### src/common/conv_accel_config.svh
`ifndef CONV_ACCEL_CONFIG_SVH
`define CONV_ACCEL_CONFIG_SVH

// slots in each operand buffer
`define CA_DEPTH 16

// custom-0 major opcode
`define CA_OPCODE 7'b0001011

// funct3 command codes
`define CA_F3_LDF  3'b000
`define CA_F3_LDD  3'b001
`define CA_F3_CLRF 3'b010
`define CA_F3_CLRD 3'b011
`define CA_F3_RUN  3'b100

// funct7 bit that turns a load into a pair load (rs1 and rs2)
`define CA_PAIR_BIT 0

`endif

### src/common/conv_accel_pkg.sv
package conv_accel_pkg;

    // operand, product and running sum, all 32-bit unsigned
    typedef logic [31:0] word_t;

    // one of the 16 slots of a buffer
    typedef logic [3:0] slot_idx_t;

    // one bit wider than a slot index so that 16 can mean full
    typedef logic [4:0] wr_ptr_t;

    // destination register of the run instruction
    typedef logic [4:0] reg_idx_t;

    // raw instruction word from the decode stage
    typedef logic [31:0] insn_t;

    // the engine walks the slots, then parks in DONE after the last one
    typedef enum logic {
        IDLE_WALK = 1'b0, // waiting on or adding the current slot
        DONE      = 1'b1  // last slot added, held until a clear
    } eng_state_t;

endpackage

### src/dot_engine/dot_engine.sv
`timescale 1ns/100ps
`include "conv_accel_config.svh"

module dot_engine import conv_accel_pkg::*; (
    input  logic      clk_i,
    input  logic      rst_i,
    input  logic      clr_filter_i,
    input  logic      clr_data_i,
    input  word_t     f_word_i,
    input  word_t     d_word_i,
    input  logic      f_filled_i,
    input  logic      d_filled_i,
    output slot_idx_t rd_idx_o,
    output word_t     acc_next_o
);

    localparam slot_idx_t LAST_SLOT = slot_idx_t'(`CA_DEPTH - 1);

    eng_state_t state;
    eng_state_t state_next;
    slot_idx_t  idx;
    slot_idx_t  idx_next;
    word_t      acc;
    word_t      acc_next;
    word_t      product;
    logic       take;
    logic       clr;

    assign clr = clr_filter_i || clr_data_i; // either buffer restarts the walk

    // low 32 bits of the product only
    assign product = f_word_i * d_word_i;

    // current slot is used once both halves have arrived
    assign take = (state == IDLE_WALK) && f_filled_i && d_filled_i;

    always_comb begin
        state_next = state;
        idx_next   = idx;
        acc_next   = acc;
        if (take) begin
            acc_next = acc + product; // wraps
            if (idx == LAST_SLOT) begin
                state_next = DONE;
            end else begin
                idx_next = idx + slot_idx_t'(1);
            end
        end
    end

    always_ff @(posedge clk_i) begin
        if (rst_i) begin
            state <= IDLE_WALK;
            idx   <= '0;
            acc   <= '0;
        end else if (clr) begin
            state <= IDLE_WALK;
            idx   <= '0;
            acc   <= '0;
        end else begin
            state <= state_next;
            idx   <= idx_next;
            acc   <= acc_next;
        end
    end

    // both buffers are read at the slot being walked
    assign rd_idx_o = idx;

    // the result stage sees the sum with this cycle's product included
    assign acc_next_o = acc_next;

endmodule

### src/hw/conv_accel_top.sv
`timescale 1ns/100ps

module conv_accel_top import conv_accel_pkg::*; (
    input  logic     clk_i,
    input  logic     rst_i,
    input  logic     accel_en_i,
    input  logic     insn_valid_i,
    input  insn_t    insn_i,
    input  word_t    rs1_i,
    input  word_t    rs2_i,
    output word_t    result_o,
    output reg_idx_t result_rd_o,
    output logic     result_valid_o
);

    logic      ldf;
    logic      ldd;
    logic      pair;
    logic      clrf;
    logic      clrd;
    logic      run;
    reg_idx_t  run_rd;
    word_t     op1;
    word_t     op2;
    slot_idx_t rd_idx;
    word_t     f_word;
    word_t     d_word;
    logic      f_filled;
    logic      d_filled;
    word_t     acc_next;

    insn_decoder u_decoder (
        .clk_i        (clk_i),
        .rst_i        (rst_i),
        .accel_en_i   (accel_en_i),
        .insn_valid_i (insn_valid_i),
        .insn_i       (insn_i),
        .rs1_i        (rs1_i),
        .rs2_i        (rs2_i),
        .ldf_o        (ldf),
        .ldd_o        (ldd),
        .pair_o       (pair),
        .clrf_o       (clrf),
        .clrd_o       (clrd),
        .run_o        (run),
        .rd_o         (run_rd),
        .op1_o        (op1),
        .op2_o        (op2)
    );

    // filter words
    operand_buffer u_filter (
        .clk_i       (clk_i),
        .rst_i       (rst_i),
        .wr_en_i     (ldf),
        .wr_pair_i   (pair),
        .clr_i       (clrf),
        .wr_word1_i  (op1),
        .wr_word2_i  (op2),
        .rd_idx_i    (rd_idx),
        .rd_word_o   (f_word),
        .rd_filled_o (f_filled)
    );

    // data window words
    operand_buffer u_data (
        .clk_i       (clk_i),
        .rst_i       (rst_i),
        .wr_en_i     (ldd),
        .wr_pair_i   (pair),
        .clr_i       (clrd),
        .wr_word1_i  (op1),
        .wr_word2_i  (op2),
        .rd_idx_i    (rd_idx),
        .rd_word_o   (d_word),
        .rd_filled_o (d_filled)
    );

    dot_engine u_engine (
        .clk_i        (clk_i),
        .rst_i        (rst_i),
        .clr_filter_i (clrf),
        .clr_data_i   (clrd),
        .f_word_i     (f_word),
        .d_word_i     (d_word),
        .f_filled_i   (f_filled),
        .d_filled_i   (d_filled),
        .rd_idx_o     (rd_idx),
        .acc_next_o   (acc_next)
    );

    result_stage u_result (
        .clk_i          (clk_i),
        .rst_i          (rst_i),
        .run_i          (run),
        .run_rd_i       (run_rd),
        .clr_filter_i   (clrf),
        .clr_data_i     (clrd),
        .acc_next_i     (acc_next),
        .result_o       (result_o),
        .result_rd_o    (result_rd_o),
        .result_valid_o (result_valid_o)
    );

endmodule

### src/hw/insn_decoder.sv
`timescale 1ns/100ps
`include "conv_accel_config.svh"

module insn_decoder import conv_accel_pkg::*; (
    input  logic     clk_i,
    input  logic     rst_i,
    input  logic     accel_en_i,
    input  logic     insn_valid_i,
    input  insn_t    insn_i,
    input  word_t    rs1_i,
    input  word_t    rs2_i,
    output logic     ldf_o,
    output logic     ldd_o,
    output logic     pair_o,
    output logic     clrf_o,
    output logic     clrd_o,
    output logic     run_o,
    output reg_idx_t rd_o,
    output word_t    op1_o,
    output word_t    op2_o
);

    logic [6:0] opcode;
    logic [2:0] funct3;
    logic [6:0] funct7;
    logic       accept;
    logic       dec_ldf;
    logic       dec_ldd;
    logic       dec_clrf;
    logic       dec_clrd;
    logic       dec_run;
    logic       dec_pair;

    assign opcode = insn_i[6:0];
    assign funct3 = insn_i[14:12];
    assign funct7 = insn_i[31:25];

    // only custom-0 instructions while the block is enabled
    assign accept = accel_en_i && insn_valid_i && (opcode == `CA_OPCODE);

    always_comb begin
        dec_ldf  = 1'b0;
        dec_ldd  = 1'b0;
        dec_clrf = 1'b0;
        dec_clrd = 1'b0;
        dec_run  = 1'b0;
        if (accept) begin
            case (funct3)
                `CA_F3_LDF:  dec_ldf  = 1'b1;
                `CA_F3_LDD:  dec_ldd  = 1'b1;
                `CA_F3_CLRF: dec_clrf = 1'b1;
                `CA_F3_CLRD: dec_clrd = 1'b1;
                `CA_F3_RUN:  dec_run  = 1'b1;
                default:     dec_run  = 1'b0; // unused funct3 decodes to nothing
            endcase
        end
    end

    // pair flag only means something alongside a load
    assign dec_pair = (dec_ldf || dec_ldd) && funct7[`CA_PAIR_BIT];

    always_ff @(posedge clk_i) begin
        if (rst_i) begin
            ldf_o  <= 1'b0;
            ldd_o  <= 1'b0;
            pair_o <= 1'b0;
            clrf_o <= 1'b0;
            clrd_o <= 1'b0;
            run_o  <= 1'b0;
        end else begin
            ldf_o  <= dec_ldf; // one cycle strobes
            ldd_o  <= dec_ldd;
            pair_o <= dec_pair;
            clrf_o <= dec_clrf;
            clrd_o <= dec_clrd;
            run_o  <= dec_run;
        end
    end

    // operands and rd ride along with the strobe of the same instruction
    always_ff @(posedge clk_i) begin
        if (accept) begin
            rd_o  <= insn_i[11:7];
            op1_o <= rs1_i;
            op2_o <= rs2_i;
        end
    end

endmodule

### src/hw/operand_buffer.sv
`timescale 1ns/100ps
`include "conv_accel_config.svh"

module operand_buffer import conv_accel_pkg::*; (
    input  logic      clk_i,
    input  logic      rst_i,
    input  logic      wr_en_i,
    input  logic      wr_pair_i,
    input  logic      clr_i,
    input  word_t     wr_word1_i,
    input  word_t     wr_word2_i,
    input  slot_idx_t rd_idx_i,
    output word_t     rd_word_o,
    output logic      rd_filled_o
);

    word_t                words [`CA_DEPTH];
    logic [`CA_DEPTH-1:0] mask;        // one bit per slot that holds a word
    wr_ptr_t              wr_ptr;      // 16 means full
    wr_ptr_t              ptr_plus1;
    wr_ptr_t              ptr_next;
    slot_idx_t            wr_slot1;
    slot_idx_t            wr_slot2;
    logic                 wr1_ok;
    logic                 wr2_ok;

    assign ptr_plus1 = wr_ptr + wr_ptr_t'(1);
    assign wr_slot1  = slot_idx_t'(wr_ptr);
    assign wr_slot2  = slot_idx_t'(ptr_plus1);

    // anything past the last slot is dropped
    assign wr1_ok = wr_en_i && (wr_ptr < `CA_DEPTH);
    assign wr2_ok = wr_en_i && wr_pair_i && (ptr_plus1 < `CA_DEPTH);

    // pointer saturates at the end of the buffer
    always_comb begin
        ptr_next = wr_pair_i ? (wr_ptr + wr_ptr_t'(2)) : ptr_plus1;
        if (ptr_next > `CA_DEPTH) begin
            ptr_next = wr_ptr_t'(`CA_DEPTH);
        end
    end

    always_ff @(posedge clk_i) begin
        if (rst_i) begin
            mask   <= '0;
            wr_ptr <= '0;
        end else if (clr_i) begin
            mask   <= '0;
            wr_ptr <= '0;
        end else if (wr_en_i) begin
            wr_ptr <= ptr_next;
            if (wr1_ok) mask[wr_slot1] <= 1'b1;
            if (wr2_ok) mask[wr_slot2] <= 1'b1;
        end
    end

    always_ff @(posedge clk_i) begin
        if (clr_i) begin
            for (int i = 0; i < `CA_DEPTH; i++) begin
                words[i] <= '0;
            end
        end else begin
            if (wr1_ok) words[wr_slot1] <= wr_word1_i; // rs1 at the pointer
            if (wr2_ok) words[wr_slot2] <= wr_word2_i; // rs2 right after it
        end
    end

    assign rd_word_o   = words[rd_idx_i];
    assign rd_filled_o = mask[rd_idx_i];

endmodule

### src/hw/result_stage.sv
`timescale 1ns/100ps

module result_stage import conv_accel_pkg::*; (
    input  logic     clk_i,
    input  logic     rst_i,
    input  logic     run_i,
    input  reg_idx_t run_rd_i,
    input  logic     clr_filter_i,
    input  logic     clr_data_i,
    input  word_t    acc_next_i,
    output word_t    result_o,
    output reg_idx_t result_rd_o,
    output logic     result_valid_o
);

    always_ff @(posedge clk_i) begin
        if (rst_i) begin
            result_o       <= '0;
            result_rd_o    <= '0;
            result_valid_o <= 1'b0;
        end else begin
            result_valid_o <= run_i; // single cycle pulse per run
            if (clr_filter_i || clr_data_i) begin
                result_o <= '0;
            end else if (run_i) begin
                result_o    <= acc_next_i;
                result_rd_o <= run_rd_i;
            end
        end
    end

endmodule
### config.mk
export PLATFORM = sky130hd
export DESIGN_NAME = conv_accel_top
export DESIGN_NICKNAME = d
export VERILOG_FILES = /design/src/common/conv_accel_pkg.sv /design/src/dot_engine/dot_engine.sv /design/src/hw/conv_accel_top.sv /design/src/hw/insn_decoder.sv /design/src/hw/operand_buffer.sv /design/src/hw/result_stage.sv
export VERILOG_INCLUDE_DIRS = /design/src /design/src/common
export SDC_FILE = /design/constraint.sdc
export NUM_CORES = 2
export LEC_CHECK = 0
export CAP_MARGIN = 5
export CORE_UTILIZATION = 39
export CTS_CLUSTER_SIZE = 8
export DETAILED_ROUTE_END_ITERATION = 7
export DONT_BUFFER_PORTS = 1
export SLEW_MARGIN = 20
export SYNTH_ARGS = -nofsm -noshare
export SYNTH_HDL_FRONTEND = slang
export SYNTH_SLANG_ARGS = --single-unit
### constraint.sdc
create_clock -name clk_i -period 14.86 [get_ports clk_i]
set_clock_uncertainty 0.15 [all_clocks]
set_input_delay 2.972 -clock clk_i [delete_from_list [all_inputs] [get_ports clk_i]]
set_output_delay 2.972 -clock clk_i [all_outputs]
set_load 0.01 [all_outputs]
After elaboration in Yosys (flattened, before gate mapping)
Memory sizes are Yosys's and may differ from the RTL's. A register that Yosys moved wholly into a read port is not among the register bits.
Index checks and enable logic that the tools add are counted.
{"block": "op_classes", "muxes": 66, "bitwise_logic": 8, "order_cmp": 15, "n_reduce_logical": 29, "add_sub_neg": 6, "n_mul": 1, "n_eq_ne": 6}
{"cell": "16-bit 2-to-1 mux", "count": 10}
{"cell": "32-bit 2-to-1 mux", "count": 5}
{"cell": "32-bit OR reduction", "count": 4}
{"cell": "16-bit OR", "count": 4}
{"cell": "1-bit 2-to-1 mux", "count": 33}
{"cell": "32-bit adder", "count": 1}
{"cell": "32-bit by 32-bit multiplier with 32-bit output", "count": 1}
{"cell": "4-bit 2-to-1 mux", "count": 8}
{"cell": "4-bit by 5-bit < comparator with 1-bit output (second input constant)", "count": 5}
{"cell": "5-bit < comparator (second input constant)", "count": 4}
{"cell": "5-bit 2-to-1 mux", "count": 4}
{"cell": "1-bit demux with 4-bit select", "count": 4}
{"cell": "4-bit by 1-bit >= comparator with 1-bit output (second input constant)", "count": 4}
{"cell": "1-bit logical AND", "count": 15}
{"cell": "5-bit by 1-bit adder with 5-bit output (second input constant)", "count": 2}
{"cell": "5-bit by 2-bit adder with 5-bit output (second input constant)", "count": 2}
{"cell": "5-bit greater-than comparator (second input constant)", "count": 2}
{"cell": "1-bit binary-select mux with 4-bit select", "count": 2}
{"cell": "2-bit OR reduction", "count": 4}
{"cell": "7-bit by 4-bit equality test with 1-bit output (second input constant)", "count": 1}
{"cell": "3-bit by 2-bit equality test with 1-bit output (second input constant)", "count": 2}
{"cell": "2-bit AND reduction", "count": 3}
{"cell": "4-bit by 1-bit adder with 4-bit output (second input constant)", "count": 1}
{"cell": "4-bit equality test (second input constant)", "count": 1}
{"cell": "other kinds (5)", "count": 9}
{"block": "totals", "regBits": 192, "mem_bits_rw": 1024, "elab_cells": 152, "n_memories": 2}
{"name": "u_data.words", "depth": 16, "word_bits": 32, "read_ports": 1, "rd_ports_with_merged_regs": 1, "wr": 16, "line_no": "operand_buffer.sv:17", "source": "word_t words [`CA_DEPTH];"}
{"name": "u_filter.words", "depth": 16, "word_bits": 32, "read_ports": 1, "rd_ports_with_merged_regs": 1, "wr": 16, "line_no": "operand_buffer.sv:17"}

Depth between registers and ports, before layout
{"block": "depth", "word_depth": 11, "ltp_mapped": 40}

By module
A second synthesis with hierarchy kept.
{"block": "unflattened", "cells_unflattened": 5615, "area_unflattened_um2": 74969.4}
{"module": "operand_buffer at u_filter", "cells_per_inst": 1671, "instances": 1, "area_per_inst_um2": 26669.3}
{"module": "operand_buffer at u_data", "cells_per_inst": 1675, "instances": 1, "area_per_inst_um2": 26365.3}
{"module": "dot_engine", "cells_per_inst": 2047, "instances": 1, "area_per_inst_um2": 18192.4}
{"module": "insn_decoder", "cells_per_inst": 93, "instances": 1, "area_per_inst_um2": 2326.0}
{"module": "result_stage", "cells_per_inst": 129, "instances": 1, "area_per_inst_um2": 1416.4}

Least setup slack after synthesis
No wires, ideal clock.
{"block": "synth_path", "path_type": "register to register", "startpoint": "register with a tool-made name", "endpoint": "register u_result.result_o[30]", "t_required_ns": 14.577, "slack_ns": 5.475, "arrival_time_ns": 9.101, "n_path_buf": 6, "stages_incl_launch_ff": 36, "synth_period_minus_slack_ns": 9.385, "path_cell_list": "dfxtp_1 buf_2 buf_2 buf_1 buf_1 clkbuf_1 mux2_2 o21ai_0 clkbuf_1 nor2_1 fa_1 fa_1 fa_1 inv_1 fa_1 inv_1 fa_1 inv_1 fa_1 inv_1 fa_1 inv_1 fa_1 inv_1 ha_1 a21o_1 a21oi_1 o21bai_1 a21o_1 a21o_1 a21o_1 a21oi_1 o21ai_0 o31ai_1 mux2i_1 o22ai_1"}
{"element": "end signal, assigned", "line_no": "result_stage.sv:26", "source": "result_o <= acc_next_i;"}
{"element": "end, declared", "line_no": "result_stage.sv:11", "source": "output word_t result_o,"}

==> qor.yml <==
power:
  power.share.sequential: 0.504
  power.leakage_nw: 29.4
  combPwrFrac: 0.002
  p_sw_frac: 0.208
  internal_power_mw: 5.80
  ir_drop_mv: 0.106
  powerDensity_mw_per_mm2: 90.1
  p_clk_frac: 0.493
  netSwitchingPower_mw: 1.52
sta:
  rsz0062_at_grt: "false"
  clock.fmax_mhz: 93.0
  tns_ps: 0
  slew_headroom: 0.199
  hold_violations: 0
  timing.final.crit_share: 0.724
  tightest_slew_ps: 1200
  hold_ws_ps: 311
  min_period_ps: 10760
  setup_violations: 0
  finalMaxSlewViolations: 0
global_routing:
  track_usage: 0.250
  grt_pass1_vias: 50224
  grt_max_degree: 106
  grt_overflow_total: 0
  antenna_found_initial: 10
  grt_pass1_wl_mm: 347
layout:
  nets: 6089
  fin_cells: 7947
  fin_util: 0.436
  area_growth_pct: 10.7
  drive_gt1_frac: 0.159
setup_path:
  crit_top_cell: "fa_1"
  startpoint_type: "register"
  rr_worst_depth: 31
  end_kind: "register"
  cp_slowest_stage_delay_ps: 820
  path_max_fanout: 68
  cp_data_arrival_time_ps: 11270
  worstSetupPathType: "register to register"
  critPathSlowestCell: "mux2_2"
  crit_required_ps: 15370
synthesis:
  synthDistinctLibCells: 59
  synth_top_flop_cell: "edfxtp_1"
  synth-edff-count: 1093
  syn_nets: 6282
  netlist_instances: 5603
  syn_area_mm2: 0.0734
  synth-seq-area-share: 0.482
  synth_warnings: 0
  synth-seq-cells: 1220
  avgSynthCellArea_um2: 13.1
  synthArstFlopShare: 0
placement:
  dp_cells: 7708
  place.gp.congestion: 0.867
  io_buffers: 0
  dp_hpwl_mm: 143
die:
  start_util: 0.394
  die-area_mm2: 0.190
  io_pins: 138
  core_mm2: 0.186
  fp-row-count: 158
  die_h_um: 436
  die_x_um: 436
status:
  status: "finished, final reports clean"
min_path:
  hp-class: "register to register"
  holdPathStages: 2
clock_tree:
  htreeDepth: 4
  root_buffer: "clkbuf_16"
  cts_tree: "yes"
  cts_setup_buffers: 0
  cts_hold_buf: 0
  cts_buffers: 171
  cts_buffer_depth: 3
  cts.clk_slew.worst_paths_ps: 60
  cts_sinks: 1220
  insertion_delay_ps: 810
  ctsResizeCount: 0
drt:
  totalWireLength_mm: 240
  drc_errors: 0
  routed_via_density: 6.23
  ant_nets: 0
  drtPass1Iterations: 7
  num_vias: 49536
  drt-wirelength-per-cell_um: 30.2
  drtIter0Drc: 5866
flow_run:
  maxCapViolCount: 0
==> stage by stage <==
stage	power (mW)	area, um2	setup WS, ps
after global routing	7.50	81200	3680
final	7.32	81200	4100
after detailed placement	3.77	76200	4160
after CTS	7.36	81000	4200
after floorplan	3.77	73400	5480
after global placement	3.77	76000	4180
==> cell usage after synthesis, types with 16 or more instances <==
| library cell | count | share of area |
|---|---|---|
| nor2_1 | 411 | 0.021 |
| buf_6 | 20 | 0.0031 |
| mux4_2 | 282 | 0.087 |
| o22ai_1 | 19 | 0.0016 |
| a21o_1 | 16 | 0.0016 |
| a22oi_1 | 20 | 0.0020 |
| a22o_1 | 1043 | 0.12 |
| fa_1 | 438 | 0.12 |
| nor2b_1 | 21 | 0.0018 |
| clkbuf_1 | 509 | 0.026 |
| nand2b_1 | 27 | 0.0023 |
| nand2_1 | 268 | 0.014 |
| and2_1 | 18 | 0.0015 |
| or2_2 | 53 | 0.0045 |
| buf_2 | 21 | 0.0014 |
| dfxtp_1 | 127 | 0.035 |
| or3_1 | 19 | 0.0016 |
| o21ai_0 | 32 | 0.0022 |
| xnor2_1 | 74 | 0.0088 |
| edfxtp_1 | 1093 | 0.45 |
| mux2_2 | 20 | 0.0031 |
| xor2_1 | 25 | 0.0030 |
| inv_1 | 538 | 0.028 |
| ha_1 | 141 | 0.024 |
| mux2i_1 | 65 | 0.0089 |
| nor3_1 | 74 | 0.0050 |
| a21oi_1 | 54 | 0.0037 |
| a211oi_1 | 26 | 0.0027 |
==> final cells by class <==
class	count	area [um2]
clock inverters	17	374
clock buffers	210	4450
inverters	539	2020
repair buffers	211	1820
fillers	16615	105000
flip-flops and latches	1220	35400
multi-input cells	3267	34000
diodes	3	7.51
well taps	2480	3100
==> path summary, 6_finish.rpt <==
path | startpoint | endpoint | slack (ps)
worst min register to register | u_engine.acc[28]$_SDFF_PP0_ | u_engine.acc[28]$_SDFF_PP0_ | 310
worst max register to register | register | u_result.result_o[30]$_SDFFE_PP0P_ | 4100
worst max-delay path | register | u_result.result_o[30]$_SDFFE_PP0P_ | 4100
worst min-delay path | u_engine.acc[28]$_SDFF_PP0_ | u_engine.acc[28]$_SDFF_PP0_ | 310
==> metal layers <==
metal / global-route usage / wire length [um] / share of wire / up-vias
met2: 0.399 / 113000 / 0.47 / 2987
met5: 0 / 15 / 0.000063 / -
met1: 0.327 / 92100 / 0.38 / 25697
li1: - / - / - / 20265
met3: 0.0600 / 25300 / 0.11 / 585
met4: 0.0999 / 9560 / 0.040 / 2
==> cell usage in the layout (no fill, tap or decap), types with 18 or more instances in the layout <==
cell type and instances:
a22oi_1 20, a211oi_1 25, edfxtp_1 1093, clkbuf_1 38, nand2b_1 27, nor2_1 401
inv_1 537, mux4_2 282, a22o_1 1043, nor3_1 24, buf_8 20, or2_2 53
clkbuf_16 172, o22ai_1 19, fa_1 438, nor3_2 50, nor2b_1 19, a21oi_1 54
ha_1 141, nand2_1 268, xor2_1 25, dfxtp_1 120, mux2i_1 64, xnor2_1 74
mux2_2 20, buf_4 185, o21ai_0 28, a221oi_2 18
==> power groups by stage <==
stage / Sequential [mW] / Clock, mW / Combinational, mW
6_report: 3.69 / 3.61 / 0.0170
5_1_grt: 3.69 / 3.79 / 0.0181
4_1_cts: 3.69 / 3.65 / 0.0163
3_5_place_dp: 3.76 / 0 / 0.0162
3_3_place_gp: 3.76 / 0 / 0.0155
2_1_floorplan: 3.76 / 0 / 0.0116
==> state kept, by name, summed over array words and instances, names as in the netlist, 16 cells and up, named ones only <==
register	flops
u_data.words	512
u_filter.words	512
u_decoder.op1_o	32
u_decoder.op2_o	32
u_engine.acc	32
u_result.result_o	32
u_data.mask	16
u_filter.mask	16
==> critical path, delay by kind of cell, from the launching register on <==
| kind | cells | cell delay, ps |
|---|---|---|
| fa+ha+maj | 9 | 3930 |
| simple gates | 1 | 120 |
| compound gates | 10 | 2110 |
| mux | 4 | 2500 |
| buf+inv | 7 | 870 |
| flops | 1 | 750 |
==> kinds of logic (layout without fill, tap and decap cells) <==
kind of cell	count (synthesis)	in the layout	share of synthesized area
flip-flops	1220	1220	0.482
AND/OR/NAND/NOR	925	925	0.0544
adder cells (fa/ha/maj)	579	579	0.144
buffers and inverters	1116	977	0.0605
XOR/XNOR	102	102	0.0127
multiplexers	367	367	0.0985
AO/OA/AOI/OAI	1294	1294	0.148
other	0	3	0
Note: power is estimated with default switching activity, not from simulation.
